[config.mk]
export PLATFORM = sky130hd
export DESIGN_NAME = reg_file
export DESIGN_NICKNAME = d
export VERILOG_FILES = /design/src/cpu_pkg.sv /design/src/reg_file.sv
export SDC_FILE = /design/constraint.sdc
export NUM_CORES = 2
export LEC_CHECK = 0
export BUFFER_PORTS_ARGS = -buffer_cell sky130_fd_sc_hd__buf_2
export CORE_UTILIZATION = 55
export CTS_CLUSTER_SIZE = 20
export DETAILED_ROUTE_END_ITERATION = 10
export PLACE_DENSITY = 0.84
export REMOVE_ABC_BUFFERS = 1
export SYNTH_ARGS = -nofsm -noshare
export SYNTH_HDL_FRONTEND = slang
export SYNTH_SLANG_ARGS = --single-unit
[constraint.sdc]
create_clock -name i_clka -period 3.56 [get_ports i_clka]
set_clock_uncertainty 0.2 [all_clocks]
set_input_delay 0.178 -clock i_clka [delete_from_list [all_inputs] [get_ports i_clka]]
set_output_delay 0.178 -clock i_clka [all_outputs]
set_load 0.005 [all_outputs]
[src/cpu_pkg.sv]
package cpu_pkg;

  ////////////////////////////////////////////////////////////////////////////
  // Widths and sizes
  ////////////////////////////////////////////////////////////////////////////
  localparam int XLEN      = 32;    // Data and instruction word
  localparam int RAM_DEPTH = 2048;  // Instruction memory entries
  localparam int RAM_AW    = 11;    // Word address into instruction memory
  localparam int NREG      = 32;    // Architectural registers
  localparam int REG_AW    = 5;     // Register index
  localparam int OPC_W     = 6;     // Opcode and funct fields
  localparam int SHAMT_W   = 5;     // Shift amount field
  localparam int IMM_W     = 16;    // I-type immediate

  // Primary opcodes
  localparam logic [OPC_W-1:0] OP_RTYPE = 6'h00;
  localparam logic [OPC_W-1:0] OP_BEQ   = 6'h04;
  localparam logic [OPC_W-1:0] OP_BNE   = 6'h05;
  localparam logic [OPC_W-1:0] OP_ADDI  = 6'h08;
  localparam logic [OPC_W-1:0] OP_ANDI  = 6'h0c;
  localparam logic [OPC_W-1:0] OP_ORI   = 6'h0d;
  localparam logic [OPC_W-1:0] OP_LUI   = 6'h0f;
  localparam logic [OPC_W-1:0] OP_HALT  = 6'h3f;

  // R-type function codes
  localparam logic [OPC_W-1:0] FN_SLL = 6'h00;  // All-zero word decodes as a NOP
  localparam logic [OPC_W-1:0] FN_ADD = 6'h20;
  localparam logic [OPC_W-1:0] FN_SUB = 6'h22;
  localparam logic [OPC_W-1:0] FN_AND = 6'h24;
  localparam logic [OPC_W-1:0] FN_OR  = 6'h25;
  localparam logic [OPC_W-1:0] FN_XOR = 6'h26;
  localparam logic [OPC_W-1:0] FN_SLT = 6'h2a;

  ////////////////////////////////////////////////////////////////////////////
  // Types
  ////////////////////////////////////////////////////////////////////////////
  typedef enum logic [2:0] {
    ALU_ADD, ALU_SUB, ALU_AND, ALU_OR, ALU_XOR, ALU_SLT, ALU_SLL, ALU_PASSB
  } alu_op_e;

  typedef enum logic [1:0] {
    FETCH, DECODE, EXEC, RESULT
  } state_e;

  // One instruction word with its two field layouts
  typedef union packed {
    struct packed {
      logic [OPC_W-1:0]   opcode;
      logic [REG_AW-1:0]  rs;
      logic [REG_AW-1:0]  rt;
      logic [REG_AW-1:0]  rd;     // Destination for R-type
      logic [SHAMT_W-1:0] shamt;
      logic [OPC_W-1:0]   funct;
    } r_fmt;
    struct packed {
      logic [OPC_W-1:0]   opcode;
      logic [REG_AW-1:0]  rs;
      logic [REG_AW-1:0]  rt;     // Destination for ALU immediates
      logic [IMM_W-1:0]   imm16;
    } i_fmt;
  } instr_u;

endpackage

[src/reg_file.sv]
module reg_file import cpu_pkg::*; (
  input  logic              i_clka,
  input  logic              i_rsta,
  input  logic [REG_AW-1:0] i_rs_addr,
  input  logic [REG_AW-1:0] i_rt_addr,
  output logic [XLEN-1:0]   o_rs_data,   // Asynchronous read
  output logic [XLEN-1:0]   o_rt_data,
  input  logic              i_we,
  input  logic [REG_AW-1:0] i_wr_addr,
  input  logic [XLEN-1:0]   i_wr_data
);

  logic [XLEN-1:0] regs [NREG];

  ////////////////////////////////////////////////////////////////////////////
  // Write port
  ////////////////////////////////////////////////////////////////////////////
  always_ff @(posedge i_clka) begin
    if (i_rsta) begin
      for (int i = 0; i < NREG; i++) begin
        regs[i] <= '0;               // Whole file clears
      end
    end else begin
      // Entry 0 has no write decode so it stays at zero
      for (int i = 1; i < NREG; i++) begin
        if (i_we && i_wr_addr == REG_AW'(i)) begin
          regs[i] <= i_wr_data;
        end
      end
    end
  end

  // Read ports, combinational
  assign o_rs_data = regs[i_rs_addr];
  assign o_rt_data = regs[i_rt_addr];

endmodule

Yosys cells after proc, flatten, opt, wreduce, memory -nomap -nowiden
Memory sizes are Yosys's and may differ from the RTL's.
Index checks and enable logic that the tools add are counted.
- flip-flop bits (word level): 0
- RAM bits: 1024
- input port bits: 50
- output and inout port bits: 64
- logic and storage cells: 220
- memories: 1
- equality and inequality tests: 31
- muxes and demuxes: 126
- bitwise operators: 31
- reduce and logical (&&, ||, !) cells: 31
- memory list (memory ; words ; bits a word ; rd ports ; clocked after Yosys merged registers in ; wr ports ; RTL line ; source):
    regs ; 32 ; 32 ; 2 ; 0 ; 32 ; reg_file.sv:13 ; logic [XLEN-1:0] regs [NREG];
- operators with widths (kind ; number):
    $mux 32 ; 31
    $mux 1 ; 95
    $eq 5x5->1 const B ; 16
    $eq 5x4->1 const B ; 8
    $logic_and 1x1->1 ; 31
    $or 1x1->1 ; 31
    $eq 5x3->1 const B ; 4
    $eq 5x2->1 const B ; 2
    $eq 5x1->1 const B ; 1

Depth between registers and ports, before layout
- depth in word-level cells: 6
- mapped depth: 9
- gate-level depth less buffers: 4

Worst setup path before layout
Ideal clock, no wire load.
- kind: input port to flip-flop
- start: in i_wr_addr[0]
- end: mem regs[23][0], enable pin
- setup time: 0.466 ns
- arrival time: 2.840 ns
- required time: 2.894 ns
- setup slack: 0.054 ns
- cell stages on the path: 3
- path buffers: 1
- cells stage by stage: clkbuf_1 > nand2_1 > o21ai_0
- RTL lines (what ; RTL line ; source):
    from (decl) ; reg_file.sv:9 ; input logic [REG_AW-1:0] i_wr_addr,
    to (decl) ; reg_file.sv:13 ;

Worst setup path in the final report
- start: in i_rt_addr[1]
- end: out o_rt_data[0]
- longest elaborated chain between the ends: 1
- RTL lines (what ; RTL line ; source):
    from (decl) ; reg_file.sv:5 ; input logic [REG_AW-1:0] i_rt_addr,
    $mem_v2 32x32 ; -- ;
    to (decl) ; reg_file.sv:7 ; output logic [XLEN-1:0] o_rt_data,
Every way passes these cells.

==> summary.md <==
| Metric | Value |
|---|---|
| Worst slew margin | `33.1%` |
| Crit Path Max Fanout | `17` |
| Most common cell in the netlist | `edfxtp_1` |
| Total Routing Usage GR | `35.0%` |
| Initial drt markers | `5702` |
| Slew @ Worst Pin | `1.00 ns` |
| Largest registers | `regs (992)` |
| Final Max Slew Viols | `0` |
| RSZ-0062 raised after global routing | `false` |
| FMAX | `337 MHz` |
| Ys async rst share | `0%` |
| Syn avg cell area | `15.4 um^2` |
| Met1 usage | `41.5%` |
| Effective utilization at floorplan | `55.9%` |
| H-tree depth | `3` |
| Longest Clk Path Bufs | `3` |
| Top post-synthesis cells by area | `edfxtp_1 61%, mux4_2 18%, nor2_1 4.2%, a22o_1 3.4%, mux2i_1 3.3%` |
| Largest net degree at the start of global routing | `69` |
| Vias in the first global route | `34.1k` |
| Area after DPL | `51400 um^2` |
| DR WL/cell | `35.3 um` |
| Clock Pin Slew Worst Setup and Hold Paths | `0.07 ns` |
| Remaining antenna violation count | `0` |
| Num CTS Buffers | `96` |
| # DRC | `0` |
| Worst Path Arrival | `2.59 ns` |
| Yosys cell types | `27` |
| Synthesized flop and latch total | `992` |
| Worst Hold Class | `input pin to flip-flop` |
| Cts repair resizes | `0` |
| Total power | `28.2 mW` |
| Final Hold Fails | `0` |
| Final count of negative-setup-slack endpoints | `0` |
| PwrDens | `517 nW/um^2` |
| Pre-antenna DRT Iters | `8` |
| Post-synth top flop | `edfxtp_1` |
| Fraction of layout cells with a size suffix above 1 | `27.6%` |
| Die area | `90000 um^2` |
| Synth area leader | `edfxtp_1` |
| Filler Cells Inserted | `5807` |
| First-pass GRT wire length | `225 mm` |
| Fin area | `54700 um^2` |
| Final wirelength | `158 mm` |
| PortBufs | `113` |
| Pleak | `18.9 nW` |
| Number of flip-flops in the largest register | `992` |
| Post-DP HPWL | `91.6 mm` |
| Worst setup SP type | `input pin` |
| CTS Sinks | `992` |
| Most flops, register | `regs` |
| Final period util | `83.4%` |
| YS warnings | `0` |
| Final Wtd Congestion | `0.904` |
| Initial antenna violation count | `3` |
| Placement Rows | `108` |
| Vias | `33.7k` |
| Number of max-cap violations | `0` |
| Sequential fraction of the synthesis area | `61.0%` |
| Synth Cell Area | `48800 um^2` |
| Core area | `87400 um^2` |
| CTS Root Cell | `clkbuf_16` |
| Worst hold slack | `0.0619 ns` |
| Worst vdd ir | `389 uV` |
| Ports | `114` |
| Layout net count | `3294` |
| WP data required | `3.18 ns` |
| Outcome | `completed` |
| TritonCTS clock tree | `yes` |
| Synth Instances | `3170` |
| Die width | `300 um` |
| Met3 Track Usage GR | `12.1%` |
| Post-route setup TNS | `0 ns` |
| Gr ovfl total | `0` |
| Min cycle time layout | `2.97 ns` |
| P&R area growth vs syn | `11.9%` |
| Crit end category | `output pin` |
| M2 GR Usage | `54.1%` |
| Crit path kind | `input pin to output pin` |
| Leading cell types by count after synthesis | `992 x edfxtp_1, 548 x nor2_1, 384 x mux4_2` |
| Vias per cell | `7.53` |
| Number of flops mapped to enable cells by yosys | `992` |
| Synth top area share | `61.0%` |
| Most utilized layer in the global route result | `met2` |
| Die Y | `300 um` |
-- power by group --
part	switching (mW)	total, mW	leakage [nW]	internal (mW)
Clock	4.42	10.5	1.54	6.04
Sequential	0.444	14.2	9.52	13.7
Combinational	2.06	3.61	7.83	1.55
-- routing by layer --
metal	vias up	wire length (um)	part of all wire, %
met3	947	26400	17
met2	3613	72000	46
met4	6	12600	8.0
li1	12700	-	-
met5	-	40	0.025
met1	16400	46800	30
-- cell type report --
cell class / instances / area [um^2] / share of cell area, %
multi-input cells: 1842 / 17800 / 32.6
inverters: 35 / 134 / 0.245
well taps: 1155 / 1450 / 2.64
repair buffers: 277 / 2320 / 4.24
flip-flops and latches: 992 / 29800 / 54.5
clock buffers: 113 / 2550 / 4.67
diodes: 1 / 2.50 / 0.00458
clock inverters: 58 / 627 / 1.15
-- final timing paths --
kind	from	endpoint	depth (start not counted)
setup / recovery	i_rt_addr[1]	o_rt_data[0]	7
hold / removal	i_wr_data[19]	regs[13][19]	3
-- what timing repair did --
action / 4_1_cts / 5_1_grt
hold buffers: 6 / 0
setup buffers: 0 / 0
endpoints found under the hold margin: 75 / 0
-- layout by cell type, fill, tap and decap left out, types with 3 or more instances in the layout --
| cell type | count |
|---|---|
| o21ai_1 | 64 |
| o31ai_1 | 64 |
| mux2_2 | 64 |
| mux4_2 | 384 |
| buf_4 | 123 |
| a22o_1 | 192 |
| o21ai_4 | 9 |
| a211oi_1 | 64 |
| nand2_1 | 108 |
| mux2i_1 | 160 |
| and2_1 | 33 |
| edfxtp_1 | 992 |
| clkinv_1 | 21 |
| and3_1 | 32 |
| buf_2 | 107 |
| clkinv_2 | 15 |
| o31ai_4 | 3 |
| nand2_2 | 31 |
| nor2_1 | 546 |
| inv_1 | 32 |
| clkbuf_16 | 100 |
| dlygate4sd3_1 | 6 |
| nor2b_4 | 6 |
| clkinvlp_4 | 7 |
| buf_12 | 37 |
| o22ai_1 | 64 |
| buf_8 | 3 |
| bufinv_16 | 13 |
| nand2b_1 | 3 |
| clkbuf_1 | 13 |
-- metrics by stage --
step | utilization (%) | cells | setup WS, ns
floorplan | - | 2869 | 0.0595
global placement | 58.8 | 4295 | 0.747
detailed placement | 58.8 | 4295 | 0.728
CTS | 62.5 | 4472 | 0.680
global route | 62.5 | 4472 | 0.581
finish | 62.5 | 4473 | 0.592
-- logic make-up (layout without fill, tap and decap cells) --
group,after synthesis,count (layout),synth area share [%]
AO/OA/AOI/OAI,460,460,7.02
buffers and inverters,336,483,3.13
AND/OR/NAND/NOR,774,774,6.40
multiplexers,608,608,22.5
flip-flops,992,992,61.0
other,0,1,0
-- critical path, stage by stage --
cell	delay, ns
buf_4	0.27
nand2b_2	0.70
buf_4	0.34
o22ai_1	0.10
a211oi_1	0.52
o31ai_1	0.27
buf_2	0.19
Note: power is estimated with default switching activity, not from simulation.
