<file path="src/cpu_pkg.sv">
package cpu_pkg;

  ////////////////////////////////////////////////////////////////////////////
  // Widths and sizes
  ////////////////////////////////////////////////////////////////////////////
  localparam int XLEN      = 32;    // Data and instruction word
  localparam int RAM_DEPTH = 2048;  // Instruction memory entries
  localparam int RAM_AW    = 11;    // Word address into instruction memory
  localparam int NREG      = 32;    // Architectural registers
  localparam int REG_AW    = 5;     // Register index
  localparam int OPC_W     = 6;     // Opcode and funct fields
  localparam int SHAMT_W   = 5;     // Shift amount field
  localparam int IMM_W     = 16;    // I-type immediate

  // Primary opcodes
  localparam logic [OPC_W-1:0] OP_RTYPE = 6'h00;
  localparam logic [OPC_W-1:0] OP_BEQ   = 6'h04;
  localparam logic [OPC_W-1:0] OP_BNE   = 6'h05;
  localparam logic [OPC_W-1:0] OP_ADDI  = 6'h08;
  localparam logic [OPC_W-1:0] OP_ANDI  = 6'h0c;
  localparam logic [OPC_W-1:0] OP_ORI   = 6'h0d;
  localparam logic [OPC_W-1:0] OP_LUI   = 6'h0f;
  localparam logic [OPC_W-1:0] OP_HALT  = 6'h3f;

  // R-type function codes
  localparam logic [OPC_W-1:0] FN_SLL = 6'h00;  // All-zero word decodes as a NOP
  localparam logic [OPC_W-1:0] FN_ADD = 6'h20;
  localparam logic [OPC_W-1:0] FN_SUB = 6'h22;
  localparam logic [OPC_W-1:0] FN_AND = 6'h24;
  localparam logic [OPC_W-1:0] FN_OR  = 6'h25;
  localparam logic [OPC_W-1:0] FN_XOR = 6'h26;
  localparam logic [OPC_W-1:0] FN_SLT = 6'h2a;

  ////////////////////////////////////////////////////////////////////////////
  // Types
  ////////////////////////////////////////////////////////////////////////////
  typedef enum logic [2:0] {
    ALU_ADD, ALU_SUB, ALU_AND, ALU_OR, ALU_XOR, ALU_SLT, ALU_SLL, ALU_PASSB
  } alu_op_e;

  typedef enum logic [1:0] {
    FETCH, DECODE, EXEC, RESULT
  } state_e;

  // One instruction word with its two field layouts
  typedef union packed {
    struct packed {
      logic [OPC_W-1:0]   opcode;
      logic [REG_AW-1:0]  rs;
      logic [REG_AW-1:0]  rt;
      logic [REG_AW-1:0]  rd;     // Destination for R-type
      logic [SHAMT_W-1:0] shamt;
      logic [OPC_W-1:0]   funct;
    } r_fmt;
    struct packed {
      logic [OPC_W-1:0]   opcode;
      logic [REG_AW-1:0]  rs;
      logic [REG_AW-1:0]  rt;     // Destination for ALU immediates
      logic [IMM_W-1:0]   imm16;
    } i_fmt;
  } instr_u;

endpackage

</file>
<file path="src/instr_fetch.sv">
module instr_fetch import cpu_pkg::*; (
  input  logic              i_clka,
  input  logic              i_rsta,
  input  logic              i_run,            // Level, starts the core
  input  logic              i_load_we,        // Program load strobe
  input  logic [RAM_AW-1:0] i_load_addr,
  input  logic              i_branch_taken,   // Valid in RESULT
  input  logic [RAM_AW-1:0] i_branch_target,
  input  logic              i_halt,           // Current instruction is HALT
  output state_e            o_state,
  output logic              o_ram_en,
  output logic              o_ram_we,
  output logic [RAM_AW-1:0] o_ram_addr
);

  logic              run_q;    // Sticky once i_run is seen
  logic [RAM_AW-1:0] pc_q;
  state_e            state_q;
  logic              load_ok;

  // Loads are accepted only before the core starts
  assign load_ok = i_load_we & ~i_run & ~run_q;

  ////////////////////////////////////////////////////////////////////////////
  // Sequencer and PC
  ////////////////////////////////////////////////////////////////////////////
  always_ff @(posedge i_clka) begin
    if (i_rsta) begin
      run_q   <= 1'b0;
      state_q <= FETCH;
      pc_q    <= '0;
    end else begin
      if (i_run) run_q <= 1'b1;
      if (run_q) begin                 // Idle in FETCH until started
        case (state_q)
          FETCH:  state_q <= DECODE;
          DECODE: state_q <= EXEC;
          EXEC:   state_q <= RESULT;
          RESULT: begin
            if (!i_halt) begin         // HALT parks the sequencer here
              state_q <= FETCH;
              pc_q    <= i_branch_taken ? i_branch_target : pc_q + RAM_AW'(1);
            end
          end
          default: state_q <= FETCH;
        endcase
      end
    end
  end

  assign o_state    = state_q;
  // RAM port belongs to the load path until the core runs
  assign o_ram_en   = run_q ? (state_q == FETCH) : load_ok;
  assign o_ram_we   = load_ok;
  assign o_ram_addr = run_q ? pc_q : i_load_addr;  // PC also feeds branch target

endmodule

</file>
<file path="config.mk">
export PLATFORM = sky130hd
export DESIGN_NAME = instr_fetch
export DESIGN_NICKNAME = d
export VERILOG_FILES = /design/src/cpu_pkg.sv /design/src/instr_fetch.sv
export SDC_FILE = /design/constraint.sdc
export NUM_CORES = 1
export LEC_CHECK = 0
export BUFFER_PORTS_ARGS = -buffer_cell sky130_fd_sc_hd__buf_4
export CORE_UTILIZATION = 47
export DETAILED_ROUTE_END_ITERATION = 8
export PLACE_DENSITY_LB_ADDON = 0.12
export RECOVER_POWER = 100
export REMOVE_ABC_BUFFERS = 1
export SLEW_MARGIN = 20
export SYNTH_ARGS = -nofsm -noshare
export SYNTH_HDL_FRONTEND = slang
export SYNTH_SLANG_ARGS = --single-unit
</file>
<file path="constraint.sdc">
create_clock -name i_clka -period 1.8 [get_ports i_clka]
set_input_delay 0.18 -clock i_clka [delete_from_list [all_inputs] [get_ports i_clka]]
set_output_delay 0.18 -clock i_clka [all_outputs]
set_load 0.005 [all_outputs]
</file>
After elaboration in Yosys (flattened, before gate mapping)
Index checks and enable logic that the tools add are counted.
W data, S select, Z words.
{"block": "classes", "n_addsub": 1, "eq_ne": 4, "muxes": 5, "n_bitwise": 5, "n_reduce_logical": 3}
{"op": "$mux W11", "count": 2}
{"op": "$add A11 B1 Y11 const B", "count": 1}
{"op": "$pmux W2 S4", "count": 1}
{"op": "$eq A2 B2 Y1 const B", "count": 2}
{"op": "$not A1 Y1", "count": 3}
{"op": "$reduce_and A3 Y1", "count": 1}
{"op": "$and A1 B1 Y1", "count": 2}
{"op": "$eq A2 B1 Y1 const B", "count": 1}
{"op": "$logic_not A2 Y1", "count": 1}
{"op": "$mux W2", "count": 1}
{"op": "$ne A2 B2 Y1 const B", "count": 1}
{"op": "$reduce_and A2 Y1", "count": 1}
{"op": "$mux W1", "count": 1}
{"block": "totals", "register_bits": 14, "inputBits": 28, "out_inout_bits": 15}

Longest topological paths before layout
{"block": "logic_depth", "ltp_word": 4, "ltp_mapped": 6, "ltp_nobuf": 5}

Least setup slack after synthesis
No wires, ideal clock.
{"block": "synth_path", "kind": "flip-flop to flip-flop", "from": "reg state_q[1], in the netlist o_state[1]", "to": "reg pc_q[10]", "setup_time_ns": 0.074, "arrival_ns": 1.347, "setup_slack_ns": 0.379, "path_stages_with_launch": 6, "cell_sequence": "dfxtp_1 > ha_1 > or3b_4 > nor4b_2 > mux2i_1 > a31oi_1"}
{"block": "synth_between", "elab_chain_cells": 2}
{"item": "from (decl)", "line": "instr_fetch.sv:18", "rtl": "state_e state_q;"}
{"item": "from (signal assigned)", "line": "instr_fetch.sv:30", "rtl": "state_q <= FETCH;"}
{"item": "from (signal assigned)", "line": "instr_fetch.sv:36", "rtl": "FETCH: state_q <= DECODE;"}
{"item": "from (signal assigned)", "line": "instr_fetch.sv:37", "rtl": "DECODE: state_q <= EXEC;"}
{"item": "$eq A2 B2 Y1", "line": "instr_fetch.sv:35", "rtl": "case (state_q)"}
{"item": "$reduce_and A3 Y1 (no line)"}
{"item": "to (signal assigned)", "line": "instr_fetch.sv:42", "rtl": "pc_q <= i_branch_taken ? i_branch_target : pc_q + RAM_AW'(1);"}
{"item": "to (decl)", "line": "instr_fetch.sv:17", "rtl": "logic [RAM_AW-1:0] pc_q;"}
No other way between the ends.
A chain may end at the register's enable or synchronous reset.

Worst setup path after layout
{"block": "layout_path", "from": "reg run_q", "to": "out o_ram_addr[1]"}
{"block": "layout_between", "elab_chain_cells": 1}
{"item": "from (decl)", "line": "instr_fetch.sv:16", "rtl": "logic run_q;"}
{"item": "from (signal assigned)", "line": "instr_fetch.sv:29", "rtl": "run_q <= 1'b0;"}
{"item": "from (signal assigned)", "line": "instr_fetch.sv:33", "rtl": "if (i_run) run_q <= 1'b1;"}
{"item": "$mux W11", "line": "instr_fetch.sv:55", "rtl": "assign o_ram_addr = run_q ? pc_q : i_load_addr;"}
{"item": "to (decl)", "line": "instr_fetch.sv:13", "rtl": "output logic [RAM_AW-1:0] o_ram_addr"}
No other way between the ends.

==> parameters.txt <==
Parameter                              Value

Die
  Die Wd ... 48.5 um
  Die area ... around 0.0024 mm^2
  Number of standard-cell rows in the floorplan ... 16
  CORE AREA ... approximately 0.0020 mm^2
  Initial Utilization ... between 50% and 60%
  Top-level port count ... 43
  Vertical die dimension ... 48.5 um

Timing
  Final critical-path required period ... approximately 1.7 ns
  Setup ws final ... ~0.11 ns
  Relative slew slack ... 71.4%
  Tcrit/Tclk final ... 93.8%
  Final-report setup violation count ... 0
  Unrepaired setup endpoints after global routing ... false
  Slew at the pin closest to its max-slew limit ... approximately 0.43 ns
  Maximum frequency from static timing analysis ... approximately 0.59 GHz
  Number of hold-slack violations in the final timing report ... 0
  Worst Hold Margin ... ~0.13 ns
  Clock Skew ... 0.00618 ns
  Setup TNS ... 0 ns
  Max Slew Vio Count ... 0

Finish
  Final-layout fill cell count ... between 150 and 200
  Final core utilization ... 67.9%
  # diodes ... 0
  Area growth from synthesis to layout ... 33.6%
  Post-route non-filler standard cell count ... between 150 and 200
  Layout cell share with drive strength beyond 1 ... around a third
  Post-route cell area ... ~0.0014 mm^2
  Total Nets Final ... ~190

GRT
  First-pass GRT wire length ... slightly above 4000 um
  Largest net degree at the start of global routing ... 28
  Congestion Overflow GR ... 0
  Vias in the first global route ... ~970
  GRT Overall Usage ... between 20% and 30%
  Number of antenna violations at the first check in global routing ... 0

Min path
  Worst min-delay path class ... primary input to flop

Routing
  Count of vias placed by the detailed router ... 1039
  Overall routed net length ... 2470 um
  Wire length per cell after detailed routing ... 13.3 um
  # DRC ... 0
  Number of detailed-route iterations in the first pass ... 4
  Mean number of vias per cell ... 5.62
  Number of routed nets with antenna violations ... 0
  Violation count after the first detailed-route iteration ... 13

Critical path
  Critical path arrival ... between 1.5 and 2 ns
  Biggest fanout along the worst timing path ... 9
  Crit path capture type ... primary output
  Kind of start point of the critical path ... flop
  Critical Path RT ... 1.62 ns
  Critical-path top delay cell ... sky130_fd_sc_hd__dfxtp_1
  Worst Path Class, Setup ... flop to primary output
  Cell type with the highest occurrence count on the critical path ... sky130_fd_sc_hd__buf_4
  Slowest cell delay on critical path ... around 0.50 ns
  Critical path, cell by cell ... buf_4, mux2_1, buf_4

Logic synthesis
  Post-Synth Simple-Gate Area ... 21.6%
  Post-Synthesis Cell Area ... between 0.001 and 0.0015 mm^2
  Share of the synthesized area in the top cell type ... between 20% and 30%
  Synthesized flop and latch total ... 14
  Most instantiated library cell after synthesis ... sky130_fd_sc_hd__dfxtp_1
  Yosys warning total ... 0
  Area fraction in compound gates after synthesis ... ~23%
  Synth unique cells ... 37
  Synth cell count leaders ... sky130_fd_sc_hd__dfxtp_1, sky130_fd_sc_hd__nor2_1, sky130_fd_sc_hd__mux2_1, sky130_fd_sc_hd__a21oi_1
  XOR/XNOR Fraction of Synth Area ... 0%
  Average size of a mapped cell ... 8.69 um^2
  Primary flip-flop cell chosen by synthesis mapping ... sky130_fd_sc_hd__dfxtp_1
  Count of flip-flops with a built-in enable after synthesis ... 0
  Dominant cells by area after synthesis ... sky130_fd_sc_hd__dfxtp_1, sky130_fd_sc_hd__mux2_1, sky130_fd_sc_hd__mux2i_1
  Multiplexer share of the synthesized area ... 17.0%
  Combinational family with the most area after synthesis ... compound AO/OA/AOI/OAI gates
  Cell type contributing the most total cell area after synthesis ... sky130_fd_sc_hd__dfxtp_1
  Proportion of register bits with asynchronous set or reset after synthesis ... 0%
  Synthesized instance count ... 117
  Seq/Total Area, Yosys ... 27.6%
  Adder-cell area share of the yosys netlist ... 4.92%

Outcome
  Result of the run ... completed

CTS
  Number of buffers created by CTS ... 3
  CTS tree ... done
  Setup repair bufs after CTS ... 0
  Maximum clock insertion buffer count ... 2
  Deepest level of the CTS H-tree ... 1
  CTS clk-pin slew, worst paths ... ~0.090 ns
  Worst-skew pair later-pin latency ... approximately 0.28 ns
  CTS Sinks ... 14
  Root buffer selected by CTS ... sky130_fd_sc_hd__clkbuf_4
  Hold buffer count at cts ... 0
  Resize count post-CTS ... 0

Placement
  Last weighted congestion value of the routability-driven placer ... roughly 0.84
  Placement-stage worst setup slack ... approximately 0.3 ns
  Placed standard-cell area ... between 0.001 and 0.0015 mm^2
  Placed cells ... around 180
  Detail Placement HPWL ... 1840 um
  Count of input and output buffers ... 42

Run
  Number of max-capacitance violations reported ... 0

Pwr
  Pwr per Cell Area ... between 400 and 500 mW/mm^2
  Worst vdd ir ... between 0.3 and 0.4 mV
  Leakage Power ... around 0.57 nW
  PnR Total Power ... around 0.67 mW
==> cells in the final DEF, fill, tap and decap left out, types with 2 or more instances in the layout <==
master / Yosys / final
sky130_fd_sc_hd__o21ai_0: 2 / 2
sky130_fd_sc_hd__a31o_1: 3 / 3
sky130_fd_sc_hd__nand4_1: 5 / 5
sky130_fd_sc_hd__clkbuf_4: 0 / 15
sky130_fd_sc_hd__nand3_1: 3 / 3
sky130_fd_sc_hd__nor4_1: 2 / 2
sky130_fd_sc_hd__nand2_1: 4 / 4
sky130_fd_sc_hd__mux2_1: 10 / 10
sky130_fd_sc_hd__clkbuf_1: 2 / 2
sky130_fd_sc_hd__buf_4: 1 / 32
sky130_fd_sc_hd__a211oi_1: 6 / 6
sky130_fd_sc_hd__nand2b_1: 2 / 2
sky130_fd_sc_hd__o32ai_1: 2 / 2
sky130_fd_sc_hd__dfxtp_1: 14 / 14
sky130_fd_sc_hd__nor2_1: 11 / 11
sky130_fd_sc_hd__a21oi_1: 9 / 9
sky130_fd_sc_hd__ha_1: 4 / 4
sky130_fd_sc_hd__mux2i_1: 6 / 6
sky130_fd_sc_hd__o21a_1: 3 / 3
sky130_fd_sc_hd__inv_1: 3 / 3
sky130_fd_sc_hd__a31oi_1: 4 / 4
==> kinds of logic after synthesis <==
family                   Yosys count
AO/OA/AOI/OAI                     35
adder cells (fa/ha/maj)            4
buffers and inverters             11
flip-flops                        14
multiplexers                      16
AND/OR/NAND/NOR                   37
==> state kept, by name, indices dropped and copies added (netlist names) <==
register / count
pc_q: 11
o_state: 2
run_q: 1
==> worst paths after layout <==
check | startpoint | to | slack [ns] | cells after the start
setup / recovery | run_q$_SDFFE_PP0P_ | o_ram_addr[1] | 0.11 | 3
hold reg to reg | o_state[0]$_SDFFE_PP0P_ | o_state[0]$_SDFFE_PP0P_ | 0.56 | 2
hold / removal | i_run | run_q$_SDFFE_PP0P_ | 0.13 | 3
setup reg to reg | o_state[0]$_SDFFE_PP0P_ | pc_q[3]$_SDFFE_PP0P_ | 0.21 | 5
==> report_power, final <==
group | internal (mW) | switching (mW) | leakage (nW)
combinational | 0.0979 | 0.0603 | 0.441
clock | 0.0777 | 0.109 | 0.0138
sequential | 0.315 | 0.00801 | 0.113
==> worst max-delay path, delay by kind of cell (launching register included) <==
kind	cells	cell delay (ns)
flip-flops	1	0.50
buffers and inverters	2	0.39
multiplexers	1	0.34
==> per-layer routing <==
metal  global-route usage, %  vias to the layer above  share of wire (%)
met1                    26.3                      470                 46
li1                        -                      529                  -
met3                    3.77                        4                4.9
met5                       0                        -                  0
met2                    38.5                       36                 47
met4                    10.8                        0                1.7
==> cell type report <==
type                    count  area [um^2]  share of cell area [%]
well taps                  27         33.8                    2.49
clock buffers               3         22.5                    1.66
flip-flops and latches     14          280                    20.6
repair buffers             46          338                    24.9
multi-input cells          92          673                    49.5
inverters                   3         11.3                   0.829
No activity file was read; power rests on OpenSTA's default activity.
