===== src/cpu_pkg.sv =====
package cpu_pkg;

  ////////////////////////////////////////////////////////////////////////////
  // Widths and sizes
  ////////////////////////////////////////////////////////////////////////////
  localparam int XLEN      = 32;    // Data and instruction word
  localparam int RAM_DEPTH = 2048;  // Instruction memory entries
  localparam int RAM_AW    = 11;    // Word address into instruction memory
  localparam int NREG      = 32;    // Architectural registers
  localparam int REG_AW    = 5;     // Register index
  localparam int OPC_W     = 6;     // Opcode and funct fields
  localparam int SHAMT_W   = 5;     // Shift amount field
  localparam int IMM_W     = 16;    // I-type immediate

  // Primary opcodes
  localparam logic [OPC_W-1:0] OP_RTYPE = 6'h00;
  localparam logic [OPC_W-1:0] OP_BEQ   = 6'h04;
  localparam logic [OPC_W-1:0] OP_BNE   = 6'h05;
  localparam logic [OPC_W-1:0] OP_ADDI  = 6'h08;
  localparam logic [OPC_W-1:0] OP_ANDI  = 6'h0c;
  localparam logic [OPC_W-1:0] OP_ORI   = 6'h0d;
  localparam logic [OPC_W-1:0] OP_LUI   = 6'h0f;
  localparam logic [OPC_W-1:0] OP_HALT  = 6'h3f;

  // R-type function codes
  localparam logic [OPC_W-1:0] FN_SLL = 6'h00;  // All-zero word decodes as a NOP
  localparam logic [OPC_W-1:0] FN_ADD = 6'h20;
  localparam logic [OPC_W-1:0] FN_SUB = 6'h22;
  localparam logic [OPC_W-1:0] FN_AND = 6'h24;
  localparam logic [OPC_W-1:0] FN_OR  = 6'h25;
  localparam logic [OPC_W-1:0] FN_XOR = 6'h26;
  localparam logic [OPC_W-1:0] FN_SLT = 6'h2a;

  ////////////////////////////////////////////////////////////////////////////
  // Types
  ////////////////////////////////////////////////////////////////////////////
  typedef enum logic [2:0] {
    ALU_ADD, ALU_SUB, ALU_AND, ALU_OR, ALU_XOR, ALU_SLT, ALU_SLL, ALU_PASSB
  } alu_op_e;

  typedef enum logic [1:0] {
    FETCH, DECODE, EXEC, RESULT
  } state_e;

  // One instruction word with its two field layouts
  typedef union packed {
    struct packed {
      logic [OPC_W-1:0]   opcode;
      logic [REG_AW-1:0]  rs;
      logic [REG_AW-1:0]  rt;
      logic [REG_AW-1:0]  rd;     // Destination for R-type
      logic [SHAMT_W-1:0] shamt;
      logic [OPC_W-1:0]   funct;
    } r_fmt;
    struct packed {
      logic [OPC_W-1:0]   opcode;
      logic [REG_AW-1:0]  rs;
      logic [REG_AW-1:0]  rt;     // Destination for ALU immediates
      logic [IMM_W-1:0]   imm16;
    } i_fmt;
  } instr_u;

endpackage


===== src/instr_decode.sv =====
module instr_decode import cpu_pkg::*; (
  input  logic              i_clka,
  input  logic              i_rsta,
  input  state_e            i_state,
  input  instr_u            i_instr,     // RAM output, valid in DECODE
  output logic [REG_AW-1:0] o_rs_addr,
  output logic [REG_AW-1:0] o_rt_addr,
  input  logic [XLEN-1:0]   i_rs_data,
  input  logic [XLEN-1:0]   i_rt_data,
  output logic [XLEN-1:0]   o_op_a,
  output logic [XLEN-1:0]   o_op_b,
  output alu_op_e           o_alu_op,
  output logic [REG_AW-1:0] o_dest,
  output logic              o_writes,    // Instruction writes a register
  output logic              o_is_beq,
  output logic              o_is_bne,
  output logic              o_is_halt,
  output logic [XLEN-1:0]   o_imm        // Extended immediate
);

  logic [OPC_W-1:0]  opcode;
  logic [IMM_W-1:0]  imm16;
  logic [XLEN-1:0]   imm_sext;
  logic [XLEN-1:0]   imm_zext;
  logic [XLEN-1:0]   op_a_d;
  logic [XLEN-1:0]   op_b_d;
  logic [XLEN-1:0]   imm_d;
  alu_op_e           alu_op_d;
  logic [REG_AW-1:0] dest_d;
  logic              writes_d;
  logic              is_beq_d;
  logic              is_bne_d;
  logic              is_halt_d;

  assign opcode    = i_instr.r_fmt.opcode;     // Same place in both layouts
  assign imm16     = i_instr.i_fmt.imm16;
  assign imm_sext  = {{(XLEN-IMM_W){imm16[IMM_W-1]}}, imm16};
  assign imm_zext  = {{(XLEN-IMM_W){1'b0}}, imm16};
  assign o_rs_addr = i_instr.r_fmt.rs;         // Register reads in DECODE
  assign o_rt_addr = i_instr.r_fmt.rt;

  ////////////////////////////////////////////////////////////////////////////
  // Field decode
  ////////////////////////////////////////////////////////////////////////////
  always_comb begin
    op_a_d    = i_rs_data;
    op_b_d    = i_rt_data;
    imm_d     = imm_sext;                      // Branch offsets are signed
    alu_op_d  = ALU_ADD;
    dest_d    = i_instr.i_fmt.rt;
    writes_d  = 1'b0;
    is_beq_d  = 1'b0;
    is_bne_d  = 1'b0;
    is_halt_d = 1'b0;
    case (opcode)
      OP_RTYPE: begin
        dest_d   = i_instr.r_fmt.rd;
        writes_d = 1'b1;
        case (i_instr.r_fmt.funct)
          FN_ADD: alu_op_d = ALU_ADD;
          FN_SUB: alu_op_d = ALU_SUB;
          FN_AND: alu_op_d = ALU_AND;
          FN_OR:  alu_op_d = ALU_OR;
          FN_XOR: alu_op_d = ALU_XOR;
          FN_SLT: alu_op_d = ALU_SLT;
          FN_SLL: begin
            alu_op_d = ALU_SLL;
            op_a_d   = i_rt_data;                     // rd = rt << shamt
            op_b_d   = XLEN'(i_instr.r_fmt.shamt);
          end
          default: writes_d = 1'b0;                   // Unknown funct is a NOP
        endcase
      end
      OP_ADDI: begin
        op_b_d   = imm_sext;
        writes_d = 1'b1;
      end
      OP_ANDI: begin
        op_b_d   = imm_zext;
        imm_d    = imm_zext;
        alu_op_d = ALU_AND;
        writes_d = 1'b1;
      end
      OP_ORI: begin
        op_b_d   = imm_zext;
        imm_d    = imm_zext;
        alu_op_d = ALU_OR;
        writes_d = 1'b1;
      end
      OP_LUI: begin
        op_b_d   = {imm16, {(XLEN-IMM_W){1'b0}}};   // Upper half, low half clear
        alu_op_d = ALU_PASSB;
        writes_d = 1'b1;
      end
      OP_BEQ:  is_beq_d  = 1'b1;                     // Compares rs with rt
      OP_BNE:  is_bne_d  = 1'b1;
      OP_HALT: is_halt_d = 1'b1;
      default: ;                                     // Unknown opcode is a NOP
    endcase
  end

  // Control flags, captured in DECODE
  always_ff @(posedge i_clka) begin
    if (i_rsta) begin
      o_alu_op  <= ALU_ADD;
      o_dest    <= '0;
      o_writes  <= 1'b0;
      o_is_beq  <= 1'b0;
      o_is_bne  <= 1'b0;
      o_is_halt <= 1'b0;
    end else if (i_state == DECODE) begin
      o_alu_op  <= alu_op_d;
      o_dest    <= dest_d;
      o_writes  <= writes_d;
      o_is_beq  <= is_beq_d;
      o_is_bne  <= is_bne_d;
      o_is_halt <= is_halt_d;
    end
  end

  // Operand payload
  always_ff @(posedge i_clka) begin
    if (i_state == DECODE) begin
      o_op_a <= op_a_d;
      o_op_b <= op_b_d;
      o_imm  <= imm_d;
    end
  end

endmodule


===== config.mk =====
export PLATFORM = sky130hd
export DESIGN_NAME = instr_decode
export DESIGN_NICKNAME = d
export VERILOG_FILES = /design/src/cpu_pkg.sv /design/src/instr_decode.sv
export SDC_FILE = /design/constraint.sdc
export NUM_CORES = 1
export LEC_CHECK = 0
export BUFFER_PORTS_ARGS = -buffer_cell sky130_fd_sc_hd__buf_2
export CAP_MARGIN = 20
export CELL_PAD_IN_SITES_DETAIL_PLACEMENT = 0
export CELL_PAD_IN_SITES_GLOBAL_PLACEMENT = 1
export CORE_MARGIN = 2
export CORE_UTILIZATION = 38
export CTS_CLUSTER_DIAMETER = 150
export CTS_CLUSTER_SIZE = 8
export DETAILED_ROUTE_END_ITERATION = 8
export PLACE_DENSITY_LB_ADDON = 0.05
export SYNTH_ARGS = -nofsm -noshare
export SYNTH_HDL_FRONTEND = slang
export SYNTH_SLANG_ARGS = --single-unit

===== constraint.sdc =====
create_clock -name i_clka -period 5.2 [get_ports i_clka]
set_input_delay 0.26 -clock i_clka [delete_from_list [all_inputs] [get_ports i_clka]]
set_output_delay 0.26 -clock i_clka [all_outputs]
set_load 0.02 [all_outputs]

* After elaboration in Yosys (flattened, before gate mapping) *
Index checks and enable logic that the tools add are counted.

word-level totals
  register bits after elaboration = 93
  input bits = 100
  output and inout bits = 118
  word-level logic and storage cells = 41

cells by class
  eq/ne operators = 14
  multiplexer cells = 12
  reduce and logical (&&, ||, !) cells = 5

operator list
  operator              number
  $pmux W32 S4          1
  $mux W32              3
  $eq A6 B6 Y1 const B  7
  $eq A6 B4 Y1 const B  4
  $pmux W3 S6           1
  $eq A6 B3 Y1 const B  2
  $logic_not A6 Y1      2
  $pmux W3 S4           1
  $reduce_or A7 Y1      1
  $mux W5               1
  $mux W1               4
  $reduce_or A4 Y1      1
  $eq A2 B1 Y1 const B  1
  $pmux W1 S2           1
  $reduce_or A2 Y1      1

* Depth between registers and ports, before layout *
  word-level depth = 4
  gate-level depth with buffers = 6

* Worst setup path after synthesis *
No wires, ideal clock.

  path kind = input port to flip-flop
  start = in i_state[1]
  end = reg o_writes
  library setup time = 269 ps
  arrival time = 3396 ps
  required time = 4931 ps
  slack = 1535 ps
  cell stages on the path = 5
  cell sequence = nand2b_1 clkbuf_1 clkinv_1 buf_1 a311oi_2

between the ends
  word-level cells in the longest chain between the ends = 1

ends and longest elaborated chain
  item                  line                 text
  start, declared       instr_decode.sv:4    input state_e i_state,
  $eq A2 B1 Y1          instr_decode.sv:111  end else if (i_state == DECODE) begin
  end signal, assigned  instr_decode.sv:114  o_writes <= writes_d;
  end, declared         instr_decode.sv:14   output logic o_writes,

No other way between the ends.
A chain may end at the register's enable or synchronous reset.

* Worst setup path after layout *
  start = in i_instr[29] (netlist name)
  end = reg o_op_a[21], data pin

between the ends
  word-level cells in the longest chain between the ends = 2

ends and longest elaborated chain
  item                  line                 text
  start, declared       instr_decode.sv:5    input instr_u i_instr,
  $logic_not A6 Y1      instr_decode.sv:55   case (opcode)
  $mux W32              instr_decode.sv:55
  net op_a_d[21]        instr_decode.sv:25   logic [XLEN-1:0] op_a_d;
  end signal, assigned  instr_decode.sv:124  o_op_a <= op_a_d;
  end, declared         instr_decode.sv:10   output logic [XLEN-1:0] o_op_a,

The timed path passes the listed nets, and every way through them passes these cells.

==> flow_summary.toml <==
[status]
status = "finished, final reports clean"

[yosys]
synth_edf_count = 81
ys.flop_type = "edfxtp_1"
syn-cell-area_um2 = 4204
ys_seq_area_share_pct = 63.57
synth_fp_nets = 388
synth.distinct_cells = 47
syn_inst = 288
synthArstFlopShare_pct = 0
ys_warn_count = 0
avgSynthCellArea_um2 = 14.60
synth_seq_cells = 93

[drt]
routed-via-count = 3114
drt-pass1-iter-count = 4
postRouteAntennaNets = 0
drt_iter0_markers = 131
routedWlPerCell_um = 18.40
drc = 0
viasPerCell = 5.072
wirelength_um = 11300

[worst_hold_path]
min_from = "i_instr[13]"
hold_depth = 1
hp-class = "in2reg"

[setup_path]
cp_cell_sequence = "buf_2 > or4_4 > nor4_4 > buf_4 > mux2_2"
critical-path-max-stage-delay_ns = 0.58
path_class = "in2reg"
critical_path.startpoint_type = "input port"
reg2reg_depth = 2
path_max_fanout = 23
reg2reg_from = "o_alu_op[0]"
path_depth = 5
crit_family = "simple AND/OR/NAND/NOR gates"
crit_path_start = "i_instr[29]"
worst_path_max_delay_cell = "or4_4"
cp.required_ns = 5.31
cp_data_arrival_time_ns = 2.09
crit_buf_inv = 2
end_kind = "register"

[clock_network]
clk_latency_ns = 0.35
clk_pin_slew_worst_paths_ns = 0.09
postCtsSetupBuffers = 0
cts_tree = "yes"
cts_buffer_depth = 2
cts_resized = 0
cts_root_buffer = "clkbuf_8"
cts_buffers = 9
htree_levels = 3
cts_hold_buf = 0
cts_sinks = 93

[placed_design]
port_buffers = 207
routabilityCongestion = 0.8105
dp.cells = 596
dp_hpwl_um = 8157
dp_slack_ns = 2.117

[finish]
n_antenna_cell = 0
area_delta_synth_final_pct = 28.04
instances_no_fill = 614
final_core_util_pct = 49.65
layout.nets = 569
layout-drive-gt1-share_pct = 56.12

[pwr]
p_leak_nw = 2.271
clkPwrFrac_pct = 29.4
power_density_nw_per_um2 = 299.8
combPwrFrac_pct = 16.2
vdd_drop_max_uv = 105.8
sw_frac_of_total_pct = 26.80
seqPwrFrac_pct = 54.4
switchingPower_uw = 432.5
intPower_mw = 1.181

[global_routing]
gr-total-overflow = 0
grt_pass1_vias = 3004
grt_pass1_wl_um = 16440
grt_max_degree = 79
antenna_found_initial = 0
gr-usage-all-layers_pct = 18.56

[die]
initial_core_util_pct = 38.78
ios = 218
die_h_um = 109.2
die_w_um = 109.2
die_area_um2 = 11920
core_area_um2 = 10840
rows = 38

[timing]
final.period_utilization_pct = 38.20
hold_viol = 0
max_freq_mhz = 503.4
worst_slew_pin_slew_ns = 0.8972
finalMaxSlewViolations = 0
period_needed_ns = 1.987
whs_ns = 0.1409
setup_ws_ns = 3.213
rsz0062_at_grt = "no"
relSlewSlack_pct = 39.96
finalSetupTns_ns = 0
finalSetupViolCount = 0
worst_clock_skew_ns = 0

[job]
drv_cap = 0
synth_stat cells (2+ instances only):
| master | number | area share (%) |
|---|---|---|
| nand3_1 | 3 | 0.36 |
| clkbuf_1 | 8 | 0.71 |
| buf_6 | 6 | 1.6 |
| nor4_1 | 4 | 0.60 |
| nor2_1 | 15 | 1.3 |
| a21oi_1 | 3 | 0.36 |
| a211oi_1 | 7 | 1.2 |
| or2_2 | 2 | 0.30 |
| buf_4 | 26 | 4.6 |
| edfxtp_1 | 81 | 58 |
| a21o_1 | 6 | 1.1 |
| inv_1 | 3 | 0.27 |
| nor3b_1 | 2 | 0.36 |
| mux2_1 | 3 | 0.80 |
| nor3_1 | 5 | 0.60 |
| a22o_1 | 17 | 3.5 |
| o21ai_0 | 2 | 0.24 |
| nand2_1 | 7 | 0.63 |
| or3_1 | 3 | 0.45 |
| mux2i_1 | 5 | 1.2 |
| mux2_2 | 29 | 7.8 |
| a221o_1 | 15 | 3.6 |
| dfxtp_1 | 12 | 5.7 |
final cells by class:
type	instances	area, um2
fill	1005	5458
sequential	93	2673
multi-input combinational	149	1231
timing repair buffer	212	1097
tap	140	175.2
clock buffer	9	123.9
clock inverter	7	65.06
inverter	4	17.52
registers in the layout (all words and copies together), names as in the netlist:
| name | count |
|---|---|
| o_alu_op | 3 |
| o_dest | 5 |
| o_imm | 17 |
| o_is_beq | 1 |
| o_is_bne | 1 |
| o_is_halt | 1 |
| o_op_a | 32 |
| o_op_b | 32 |
| o_writes | 1 |
cells by family after synthesis:
| family | count (synthesis) | share of synthesized area [%] |
|---|---|---|
| simple gates | 49 | 6.369 |
| compound gates | 62 | 12.56 |
| buf+inv | 46 | 7.529 |
| xor+xnor | 1 | 0.2084 |
| mux | 37 | 9.762 |
| flops | 93 | 63.57 |
power groups by stage:
stage / clock network [mW] / logic (mW) / registers [mW]
2_1_floorplan: 0 / 0.0958 / 0.962
3_3_place_gp: 0 / 0.261 / 0.895
3_5_place_dp: 0 / 0.265 / 0.895
4_1_cts: 0.490 / 0.265 / 0.878
5_1_grt: 0.518 / 0.282 / 0.883
6_report: 0.474 / 0.262 / 0.878
layout by cell type (no fill, tap or decap), types with 6 or more instances in the layout:
cell type    n
a211oi_1     7
a21o_1       6
a221o_1     15
a22o_1      17
buf_2      207
clkbuf_8     9
dfxtp_1     12
edfxtp_1    81
mux2_2      29
nand2_1      7
nor2_1      15
routing by layer:
layer  GRT usage [%]  up-vias  wire length (um)
met5               0        -                 0
met4           6.781        0               155
met3           2.989       16               864
met2           31.01      129              5532
met1           24.37     1504              4744
li1                -     1465                 -
stage by stage:
stage                     power [mW]  area [um2]
after floorplan                1.058        4204
after global placement         1.156        5147
after detailed placement       1.160        5175
after CTS                      1.633        5364
after global routing           1.683        5383
final                          1.614        5383
final timing paths:
kind	to	slack, ns
worst max-delay path	o_op_a[21]	3.21
worst min register to register	o_is_halt	0.50
worst min-delay path	o_imm[13]	0.14
worst max register to register	o_alu_op[0]	4.44
Note: power is estimated with default switching activity, not from simulation.
