===== config.mk =====
export PLATFORM = sky130hd
export DESIGN_NAME = alu_execute
export DESIGN_NICKNAME = d
export VERILOG_FILES = /design/src/cpu_pkg.sv /design/src/alu_execute.sv
export SDC_FILE = /design/constraint.sdc
export NUM_CORES = 1
export LEC_CHECK = 0
export BUFFER_PORTS_ARGS = -buffer_cell sky130_fd_sc_hd__buf_2
export CAP_MARGIN = 30
export CORE_ASPECT_RATIO = 1.1
export CORE_MARGIN = 1.5
export CORE_UTILIZATION = 45
export CTS_CLUSTER_DIAMETER = 200
export DETAILED_ROUTE_END_ITERATION = 7
export GPL_TIMING_DRIVEN = 1
export HOLD_SLACK_MARGIN = 0.02
export MAX_ROUTING_LAYER = met4
export PLACE_DENSITY = 0.69
export SETUP_SLACK_MARGIN = 0.02
export SYNTH_ARGS = -nofsm -noshare
export SYNTH_HDL_FRONTEND = slang
export SYNTH_SLANG_ARGS = --single-unit
export TNS_END_PERCENT = 50

===== constraint.sdc =====
create_clock -name i_clka -period 3.4 [get_ports i_clka]
set_input_delay 0.34 -clock i_clka [delete_from_list [all_inputs] [get_ports i_clka]]
set_output_delay 0.34 -clock i_clka [all_outputs]
set_load 0.01 [all_outputs]

===== src/cpu_pkg.sv =====
package cpu_pkg;

  ////////////////////////////////////////////////////////////////////////////
  // Widths and sizes
  ////////////////////////////////////////////////////////////////////////////
  localparam int XLEN      = 32;    // Data and instruction word
  localparam int RAM_DEPTH = 2048;  // Instruction memory entries
  localparam int RAM_AW    = 11;    // Word address into instruction memory
  localparam int NREG      = 32;    // Architectural registers
  localparam int REG_AW    = 5;     // Register index
  localparam int OPC_W     = 6;     // Opcode and funct fields
  localparam int SHAMT_W   = 5;     // Shift amount field
  localparam int IMM_W     = 16;    // I-type immediate

  // Primary opcodes
  localparam logic [OPC_W-1:0] OP_RTYPE = 6'h00;
  localparam logic [OPC_W-1:0] OP_BEQ   = 6'h04;
  localparam logic [OPC_W-1:0] OP_BNE   = 6'h05;
  localparam logic [OPC_W-1:0] OP_ADDI  = 6'h08;
  localparam logic [OPC_W-1:0] OP_ANDI  = 6'h0c;
  localparam logic [OPC_W-1:0] OP_ORI   = 6'h0d;
  localparam logic [OPC_W-1:0] OP_LUI   = 6'h0f;
  localparam logic [OPC_W-1:0] OP_HALT  = 6'h3f;

  // R-type function codes
  localparam logic [OPC_W-1:0] FN_SLL = 6'h00;  // All-zero word decodes as a NOP
  localparam logic [OPC_W-1:0] FN_ADD = 6'h20;
  localparam logic [OPC_W-1:0] FN_SUB = 6'h22;
  localparam logic [OPC_W-1:0] FN_AND = 6'h24;
  localparam logic [OPC_W-1:0] FN_OR  = 6'h25;
  localparam logic [OPC_W-1:0] FN_XOR = 6'h26;
  localparam logic [OPC_W-1:0] FN_SLT = 6'h2a;

  ////////////////////////////////////////////////////////////////////////////
  // Types
  ////////////////////////////////////////////////////////////////////////////
  typedef enum logic [2:0] {
    ALU_ADD, ALU_SUB, ALU_AND, ALU_OR, ALU_XOR, ALU_SLT, ALU_SLL, ALU_PASSB
  } alu_op_e;

  typedef enum logic [1:0] {
    FETCH, DECODE, EXEC, RESULT
  } state_e;

  // One instruction word with its two field layouts
  typedef union packed {
    struct packed {
      logic [OPC_W-1:0]   opcode;
      logic [REG_AW-1:0]  rs;
      logic [REG_AW-1:0]  rt;
      logic [REG_AW-1:0]  rd;     // Destination for R-type
      logic [SHAMT_W-1:0] shamt;
      logic [OPC_W-1:0]   funct;
    } r_fmt;
    struct packed {
      logic [OPC_W-1:0]   opcode;
      logic [REG_AW-1:0]  rs;
      logic [REG_AW-1:0]  rt;     // Destination for ALU immediates
      logic [IMM_W-1:0]   imm16;
    } i_fmt;
  } instr_u;

endpackage


===== src/alu_execute.sv =====
module alu_execute import cpu_pkg::*; (
  input  logic              i_clka,
  input  logic              i_rsta,
  input  state_e            i_state,
  input  logic [XLEN-1:0]   i_op_a,
  input  logic [XLEN-1:0]   i_op_b,
  input  alu_op_e           i_alu_op,
  input  logic              i_is_beq,
  input  logic              i_is_bne,
  input  logic [XLEN-1:0]   i_imm,          // Sign-extended branch offset
  input  logic [RAM_AW-1:0] i_pc,           // Address of the current instruction
  output logic [XLEN-1:0]   o_result,
  output logic              o_branch_taken,
  output logic [RAM_AW-1:0] o_branch_target
);

  logic [XLEN-1:0]   alu_d;
  logic              slt_d;
  logic              eq_d;
  logic              taken_d;
  logic [RAM_AW-1:0] target_d;

  assign slt_d = $signed(i_op_a) < $signed(i_op_b);   // Signed compare

  ////////////////////////////////////////////////////////////////////////////
  // ALU
  ////////////////////////////////////////////////////////////////////////////
  always_comb begin
    case (i_alu_op)
      ALU_ADD:   alu_d = i_op_a + i_op_b;
      ALU_SUB:   alu_d = i_op_a - i_op_b;
      ALU_AND:   alu_d = i_op_a & i_op_b;
      ALU_OR:    alu_d = i_op_a | i_op_b;
      ALU_XOR:   alu_d = i_op_a ^ i_op_b;
      ALU_SLT:   alu_d = {{(XLEN-1){1'b0}}, slt_d};
      ALU_SLL:   alu_d = i_op_a << i_op_b[SHAMT_W-1:0];  // Shamt rides in op B
      ALU_PASSB: alu_d = i_op_b;                         // LUI
      default:   alu_d = '0;
    endcase
  end

  // Branch compare and target, PC + 1 + offset
  assign eq_d     = (i_op_a == i_op_b);
  assign taken_d  = (i_is_beq & eq_d) | (i_is_bne & ~eq_d);
  assign target_d = i_pc + RAM_AW'(1) + i_imm[RAM_AW-1:0];

  always_ff @(posedge i_clka) begin
    if (i_rsta) begin
      o_branch_taken <= 1'b0;
    end else if (i_state == EXEC) begin
      o_branch_taken <= taken_d;     // Held through RESULT
    end
  end

  always_ff @(posedge i_clka) begin
    if (i_state == EXEC) begin
      o_result        <= alu_d;
      o_branch_target <= target_d;
    end
  end

endmodule


### Word level (Yosys, flattened, before mapping)

Index checks and enable logic that the tools add are counted.

| word-level totals | value |
|---|---|
| register bits after elaboration | 44 |

| cells by class | value |
|---|---|
| reductions and logical operators | 1 |
| shift-type cells | 1 |
| bitwise gates (word level) | 7 |
| equal/unequal tests | 9 |
| add/sub/neg operators | 4 |
| magnitude comparators | 1 |
| muxes and demuxes | 1 |

Operators by type and width:

| kind | number |
|---|---|
| $pmux 32 s8 | 1 |
| $add 32x32->32 | 1 |
| $and 32x32->32 | 1 |
| $eq 32x32->1 | 1 |
| $lt 32x32->1 | 1 |
| $or 32x32->32 | 1 |
| $shl 32x5->32 | 1 |
| $sub 32x32->32 | 1 |
| $xor 32x32->32 | 1 |
| $eq 3x3->1 const B | 4 |
| $add 11x1->11 const B | 1 |
| $add 11x11->11 | 1 |
| $eq 3x2->1 const B | 2 |
| $eq 3x1->1 const B | 1 |
| $logic_not 3->1 | 1 |
| $and 1x1->1 | 2 |
| $eq 2x2->1 const B | 1 |
| $not 1->1 | 1 |
| $or 1x1->1 | 1 |

### Longest topological paths before layout

Gate-level depths: netlist (run 1).

| logic depth | value |
|---|---|
| depth after elaboration | 4 |
| gate-level depth with buffers | 15 |

### Worst setup path after synthesis (run 1)

No wires, ideal clock.

| path | value |
|---|---|
| path kind | in2reg |
| from | in i_op_b[2] |
| to | reg o_result[24] (data pin) |
| slack | -0.311 ns |
| arrival | 3.452 ns |
| cell stages on the path | 15 |
| data required time | 3.141 ns |
| path through | inv_1 > clkbuf_1 > clkbuf_1 > buf_2 > ha_1 > buf_6 > nor2b_4 > o31a_1 > o211ai_2 > a31oi_1 > o211a_1 > o41ai_4 > o221ai_2 > a21o_1 > a211o_1 |

| on the way | value |
|---|---|
| longest elaborated chain between the ends | 2 |
| elaborated cells on any way between the ends | 4 |

RTL lines:

| element | line | text |
|---|---|---|
| from (decl) | alu_execute.sv:6 | `input logic [XLEN-1:0] i_op_b,` |
| $sub 32x32->32 (tied with other cells) | alu_execute.sv:31 | `ALU_SUB: alu_d = i_op_a - i_op_b;` |
| $pmux 32 s8 * | alu_execute.sv:29 | `case (i_alu_op)` |
| net alu_d[24] | alu_execute.sv:17 | `logic [XLEN-1:0] alu_d;` |
| to (signal assigned) | alu_execute.sv:57 | `o_result <= alu_d;` |
| to (decl) | alu_execute.sv:12 | `output logic [XLEN-1:0] o_result,` |

Mark *: on every way through the listed nets, which the timed path passes. The rest lies on a longest branch.
A chain may end at the register's enable or synchronous reset.

### Worst setup path after layout (run 1)

| path | value |
|---|---|
| from | in i_op_a[0] |
| to | reg o_result[28] (data pin) |

| on the way | value |
|---|---|
| longest elaborated chain between the ends | 2 |
| elaborated cells on any way between the ends | 4 |

RTL lines:

| element | line | text |
|---|---|---|
| from (decl) | alu_execute.sv:5 | `input logic [XLEN-1:0] i_op_a,` |
| $sub 32x32->32 (tied with other cells) | alu_execute.sv:31 |  |
| $pmux 32 s8 * | alu_execute.sv:29 |  |
| net alu_d[28] | alu_execute.sv:17 |  |

Marks and branches as above.

==> results of run 1 <==
## worst max-delay path: stages
cell	delay, ps
buf_2	110
inv_1	70
ha_1	190
fa_1	220
o21bai_1	110
a221oi_1	410
nor2b_1	190
o21ai_2	260
nor4_1	80
buf_4	150
o31ai_1	550
a21oi_1	170
o32ai_1	260
o21ai_0	110
## sequential cells by signal, summed over array words and instances (netlist names)
signal and cells:
o_result 32, o_branch_taken 1, o_branch_target 11
## synthesized netlist by cell type, drive strengths merged, types with 7 or more instances
master   count
mux4        14
clkbuf      50
o21bai      16
nor3        23
mux2i       38
mux2        16
a221o       11
nand2b      12
a221oi      24
o2111ai      9
a21o        19
ha         107
o22ai       19
nor2       102
o211ai      23
a31oi       10
inv        122
edfxtp      43
a22oi       19
a21oi       95
o31ai        8
buf         27
a211oi      19
nand3       17
o211a        7
o21ai       84
nand2      102
and3         9
o221ai      10
xnor2        9
nor2b       15
## final timing paths
path / from / depth (start not counted) / slack, ps / to
worst max-delay path: i_op_a[0] / 14 / 220 / o_result[28]$_DFFE_PN_
worst min-delay path: i_rsta / 2 / 190 / o_branch_taken$_SDFFE_PP0N_
worst max register to register: o_branch_taken$_SDFFE_PP0N_ / 2 / 2730 / o_branch_taken$_SDFFE_PP0N_
worst min register to register: o_branch_taken$_SDFFE_PP0N_ / 2 / 500 / o_branch_taken$_SDFFE_PP0N_
## routing by layer
layer / vias up / wire, um / GRT usage, %
li1: 4761 / - / -
met1: 4893 / 15430 / 49.40
met2: 692 / 15640 / 54.30
met4: 0 / 1619 / 13.95
met3: 125 / 4007 / 5.791
met5: - / 0 / -
## layout make-up
cell class	count	area (um2)	area share, %
Multi-Input combinational cell	937	6839	63.96
Timing Repair Buffer	258	1604	15.00
Sequential cell	44	1311	12.26
Inverter	123	462.9	4.329
Tap cell	247	309.0	2.890
Clock buffer	6	128.9	1.205
Clock inverter	2	35.03	0.3276
Antenna cell	1	2.502	0.02340
## power by group
part | leakage, nW | internal (W) | switching [W] | total, W
clock network | 0.0808 | 0.000347 | 0.000237 | 0.000584
registers | 0.406 | 0.000671 | 0.0000111 | 0.000682
logic | 4.48 | 0.000643 | 0.000986 | 0.00163
## logic make-up (layout without fill, tap and decap cells)
group / Yosys count / in the layout / share of synthesized area, %
compound gates: 429 / 429 / 33.20
xor+xnor: 13 / 13 / 1.277
fa+ha+maj: 110 / 110 / 15.69
buf+inv: 200 / 389 / 8.925
flops: 44 / 44 / 14.71
mux: 68 / 68 / 9.865
other cells: 0 / 1 / 0
simple gates: 317 / 317 / 16.33
## metrics by stage
stage          worst slack [ps]  total power (W)
3_5_place_dp              17.67         0.002267
6_report                  223.0         0.002896
5_1_grt                   92.48         0.003046
2_1_floorplan             24.74         0.001663
4_1_cts                   341.5         0.002865
3_3_place_gp              35.52         0.002251
==> impl_metrics.toml, run 1 <==
[outcome]
status = "finished, final reports clean"

[route]
drt_iter0_drc = 1365
drtAntennaViolNets = 0
firstDrtPassIters = 7
dr_total_vias = 10470
wl_um = 36690
vias_per_cell = 6.472
routedWlPerCell_um = 22.68
drc_errors = 0

[clock_tree]
post_cts_resized = 0
cts-root-buf = "clkbuf_16"
cts.clk_slew.worst_paths_ps = 70
clock-sinks = 44
cts_hold_buf = 0
postCtsSetupBuffers = 0
cts_tree = "yes"
clock_latency_ps = 300
htreeDepth = 2
clockBufferDepth = 2
cts_inserted_buffers = 5

[synth]
avgSynthCellArea_um2 = 7.550
async_flop_share_pct = 0
synth_cells = 1181
ys_ff_latch = 44
syn_area_um2 = 8916
yosysSeqAreaShare_pct = 14.71
synth_ff_type = "edfxtp_1"
syn-num-nets = 1407
synth_area_leaders = "ha_1, edfxtp_1, a21oi_1, inv_1, o21ai_0"
synth_edf_count = 43
synth_warnings = 0
synth_cell_types = 84
yosys.area.top_type = "ha_1"
yosysTopAreaCellShare_pct = 15.02

[timing]
whs_ps = 189.8
grt_setup_unrepaired = "no"
setup_violations = 0
slew_violations = 0
worst_slew_pin_slew_ps = 869.0
relSlewSlack_pct = 41.89
post-route-period-util_pct = 93.44
hold_violations = 0
max_freq_mhz = 314.8
finalClockSkew_ps = 0
tns_ps = 0
timing.final.crit_period_ps = 3177

[power_and_ir_drop]
peakVddDrop_uv = 195.0
p_per_area_nw_per_um2 = 270.8
power.leakage_nw = 4.972

[floorplanning]
dieWidth_um = 137.2
ios = 160
num_rows = 53
coreArea_um2 = 19300
die-height_um = 150.6
dieArea_um2 = 20670
initial_core_util_pct = 46.20

[cells_and_area]
post-route-util_pct = 55.41
final_cell_mix = "buf_2, inv_1, buf_4, ha_1"
final_common_cell = "buf_2"
postLayoutCellArea_um2 = 10690
fillers = 1888
drive_gt1_share_pct = 23.43
area_delta_synth_final_pct = 19.93
fin_nets = 1595
instances_no_fill = 1618

[setup_path]
path_max_fanout = 4
cp.arrival_ps = 3230
crit_type = "in -> reg"
cp-end-kind = "flop"
worstSetupStartpointType = "primary input"
cp.required_ps = 3460

[flow_run]
cap_violations = 0

[grt]
grt_pass1_vias = 9657
grt_overflow = 0
grt_pass1_wl_um = 55390
gr-usage-all-layers_pct = 36.45
grt_antenna_before_repair = 1
grt_max_degree = 37

[placed_design]
routabilityCongestion = 1.053
dp_hpwl_um = 29120
port_buffers = 138
placed_cell_area_um2 = 10530
placed_cells = 1609

[hold_path]
hp-class = "in -> reg"
No activity file was read; power rests on OpenSTA's default activity.
==> inputs of run 2 (changes only) <==
--- a/config.mk
+++ b/config.mk
@@ -15,7 +15,7 @@
 export GPL_TIMING_DRIVEN = 1
 export HOLD_SLACK_MARGIN = 0.02
 export MAX_ROUTING_LAYER = met4
-export PLACE_DENSITY = 0.69
+export PLACE_DENSITY = 0.67
 export SETUP_SLACK_MARGIN = 0.02
 export SYNTH_ARGS = -nofsm -noshare
 export SYNTH_HDL_FRONTEND = slang
==> constraint.sdc (replaced) <==
create_clock -name i_clka -period 3.9 [get_ports i_clka]
set_input_delay 0.39 -clock i_clka [delete_from_list [all_inputs] [get_ports i_clka]]
set_output_delay 0.39 -clock i_clka [all_outputs]
set_load 0.01 [all_outputs]
==> run 2 against run 1 <==
First-iteration DRC count increased by 3.9%. Clock skew unchanged. Combinational power decreased by 18%. Sequential share of layout area increased by 0.66 points. Via count decreased by 2.6%. Design area decreased by 5.1%.
==> impl_metrics.toml, run 2 (synthesis results as in run 1) <==
[setup_path]
reg2reg_slack_ps = 3220
crit_type = "in -> reg"
critPathSlowestCell = "o21ai_0"
cp.required_ps = 3950
cp.arrival_ps = 3450
crit_top_cell = "a21oi_1"
path_max_fanout = 8
critical_path.top_delay_family = "compound AO/OA/AOI/OAI gates"
cp_cell_sequence = "buf_2, inv_1, ha_1, o21bai_1, a21oi_1, o2111ai_1, nand3b_1, a21oi_1, o21ai_0, o22ai_1, a2111oi_0, nor2_1"
worstSetupStartpointType = "primary input"
cp-end-kind = "flop"
max_stage_delay_ps = 610
worst-path-stages = 12
crit_buf_inv = 2
worstRegToRegCells = 2

[timing]
setup_slack_ps = 502.0
max_freq_mhz = 294.3
post-route-period-util_pct = 87.13
hold_violations = 0
grt_setup_unrepaired = "no"
slew_violations = 0
relSlewSlack_pct = 37.09
timing.final.crit_period_ps = 3398
tns_ps = 0
setup_violations = 0
worst_slew_pin_slew_ps = 940.8
finalClockSkew_ps = 0

[clock_tree]
cts-root-buf = "clkbuf_16"
clock_latency_ps = 300
htreeDepth = 2
cts_hold_buf = 0
cts_inserted_buffers = 5
clock-sinks = 44
postCtsSetupBuffers = 0
cts.clk_slew.worst_paths_ps = 70
cts_tree = "yes"
clockBufferDepth = 2
post_cts_resized = 0

[route]
routedWlPerCell_um = 22.82
drc_errors = 0
firstDrtPassIters = 6
dr_total_vias = 10200
wl_um = 35210
drt_iter0_drc = 1418
drtAntennaViolNets = 0
vias_per_cell = 6.608

[grt]
gr-usage-all-layers_pct = 34.69
grt_pass1_vias = 9032
grt_overflow = 0
busiest_layer = "met2"
grt_antenna_before_repair = 0
grt_max_degree = 37
met3_usage_pct = 5.084
grtUsageMet2_pct = 52.21
met1_usage_pct = 47.37
grt_pass1_wl_um = 52860

[cells_and_area]
fillers = 1920
multiInputGateArea_um2 = 6839
max_flop_register = "o_result"
largest_register_ffs = 32
largestRegisters = "o_result x32, o_branch_target x11, o_branch_taken x1"
antennaDiodeCount = 0
final_common_cell = "buf_2"
drive_gt1_share_pct = 18.98
regArea_um2 = 1311
area_delta_synth_final_pct = 13.79
fin_nets = 1521
final_cell_mix = "buf_2, inv_1, ha_1, nand2_1, nor2_1"

[floorplanning]
num_rows = 53
dieArea_um2 = 20670
coreArea_um2 = 19300
initial_core_util_pct = 46.20
die-height_um = 150.6
ios = 160
dieWidth_um = 137.2

[hold_path]
whs_path_depth = 2
hp-class = "in -> reg"

[power_and_ir_drop]
peakVddDrop_uv = 163.2
p_per_area_nw_per_um2 = 246.7
power.leakage_nw = 4.619

[placed_design]
port_buffers = 138
dp_hpwl_um = 27480
dp_slack_ps = 304.5
routabilityCongestion = 0.9821

[flow_run]
cap_violations = 0

[outcome]
status = "finished, final reports clean"
==> run 2: cell type report <==
cell class / count / share of cell area, %
sequential: 44 / 12.92
clock inverter: 2 / 0.5919
multi-input combinational: 937 / 67.41
tap: 247 / 3.046
timing repair buffer: 184 / 10.21
clock buffer: 6 / 1.270
inverter: 123 / 4.550
==> run 2: per-layer routing <==
metal	up-vias	routed length (um)
met1	4814	14870
met4	0	1192
li1	4602	-
met2	678	15280
met5	-	0
met3	102	3870
==> run 2: final timing paths <==
kind / startpoint / endpoint
worst min-delay path: i_rsta / o_branch_taken$_SDFFE_PP0N_
worst min register to register: o_branch_taken$_SDFFE_PP0N_ / o_branch_taken$_SDFFE_PP0N_
worst max-delay path: i_op_b[1] / o_result[27]$_DFFE_PN_
worst max register to register: o_branch_taken$_SDFFE_PP0N_ / o_branch_taken$_SDFFE_PP0N_
==> run 2: through the flow <==
stage | area, um2 | instances | hold WS, ps | util [%] | power [W]
3_3_place_gp | 9957 | 1535 | 480.2 | 51.60 | 0.001877
3_5_place_dp | 9957 | 1535 | 492.5 | 51.60 | 0.001888
2_1_floorplan | 8916 | 1181 | 462.8 | - | 0.001448
6_report | 10150 | 1543 | 238.4 | 52.58 | 0.002503
4_1_cts | 10150 | 1543 | 233.0 | 52.58 | 0.002474
5_1_grt | 10150 | 1543 | 244.5 | 52.58 | 0.002629
==> run 2: power breakdown <==
part	internal [W]	leakage, nW	switching (W)
Clock	0.000368	0.0911	0.000211
Sequential	0.000585	0.406	0.0000107
Combinational	0.000493	4.12	0.000835
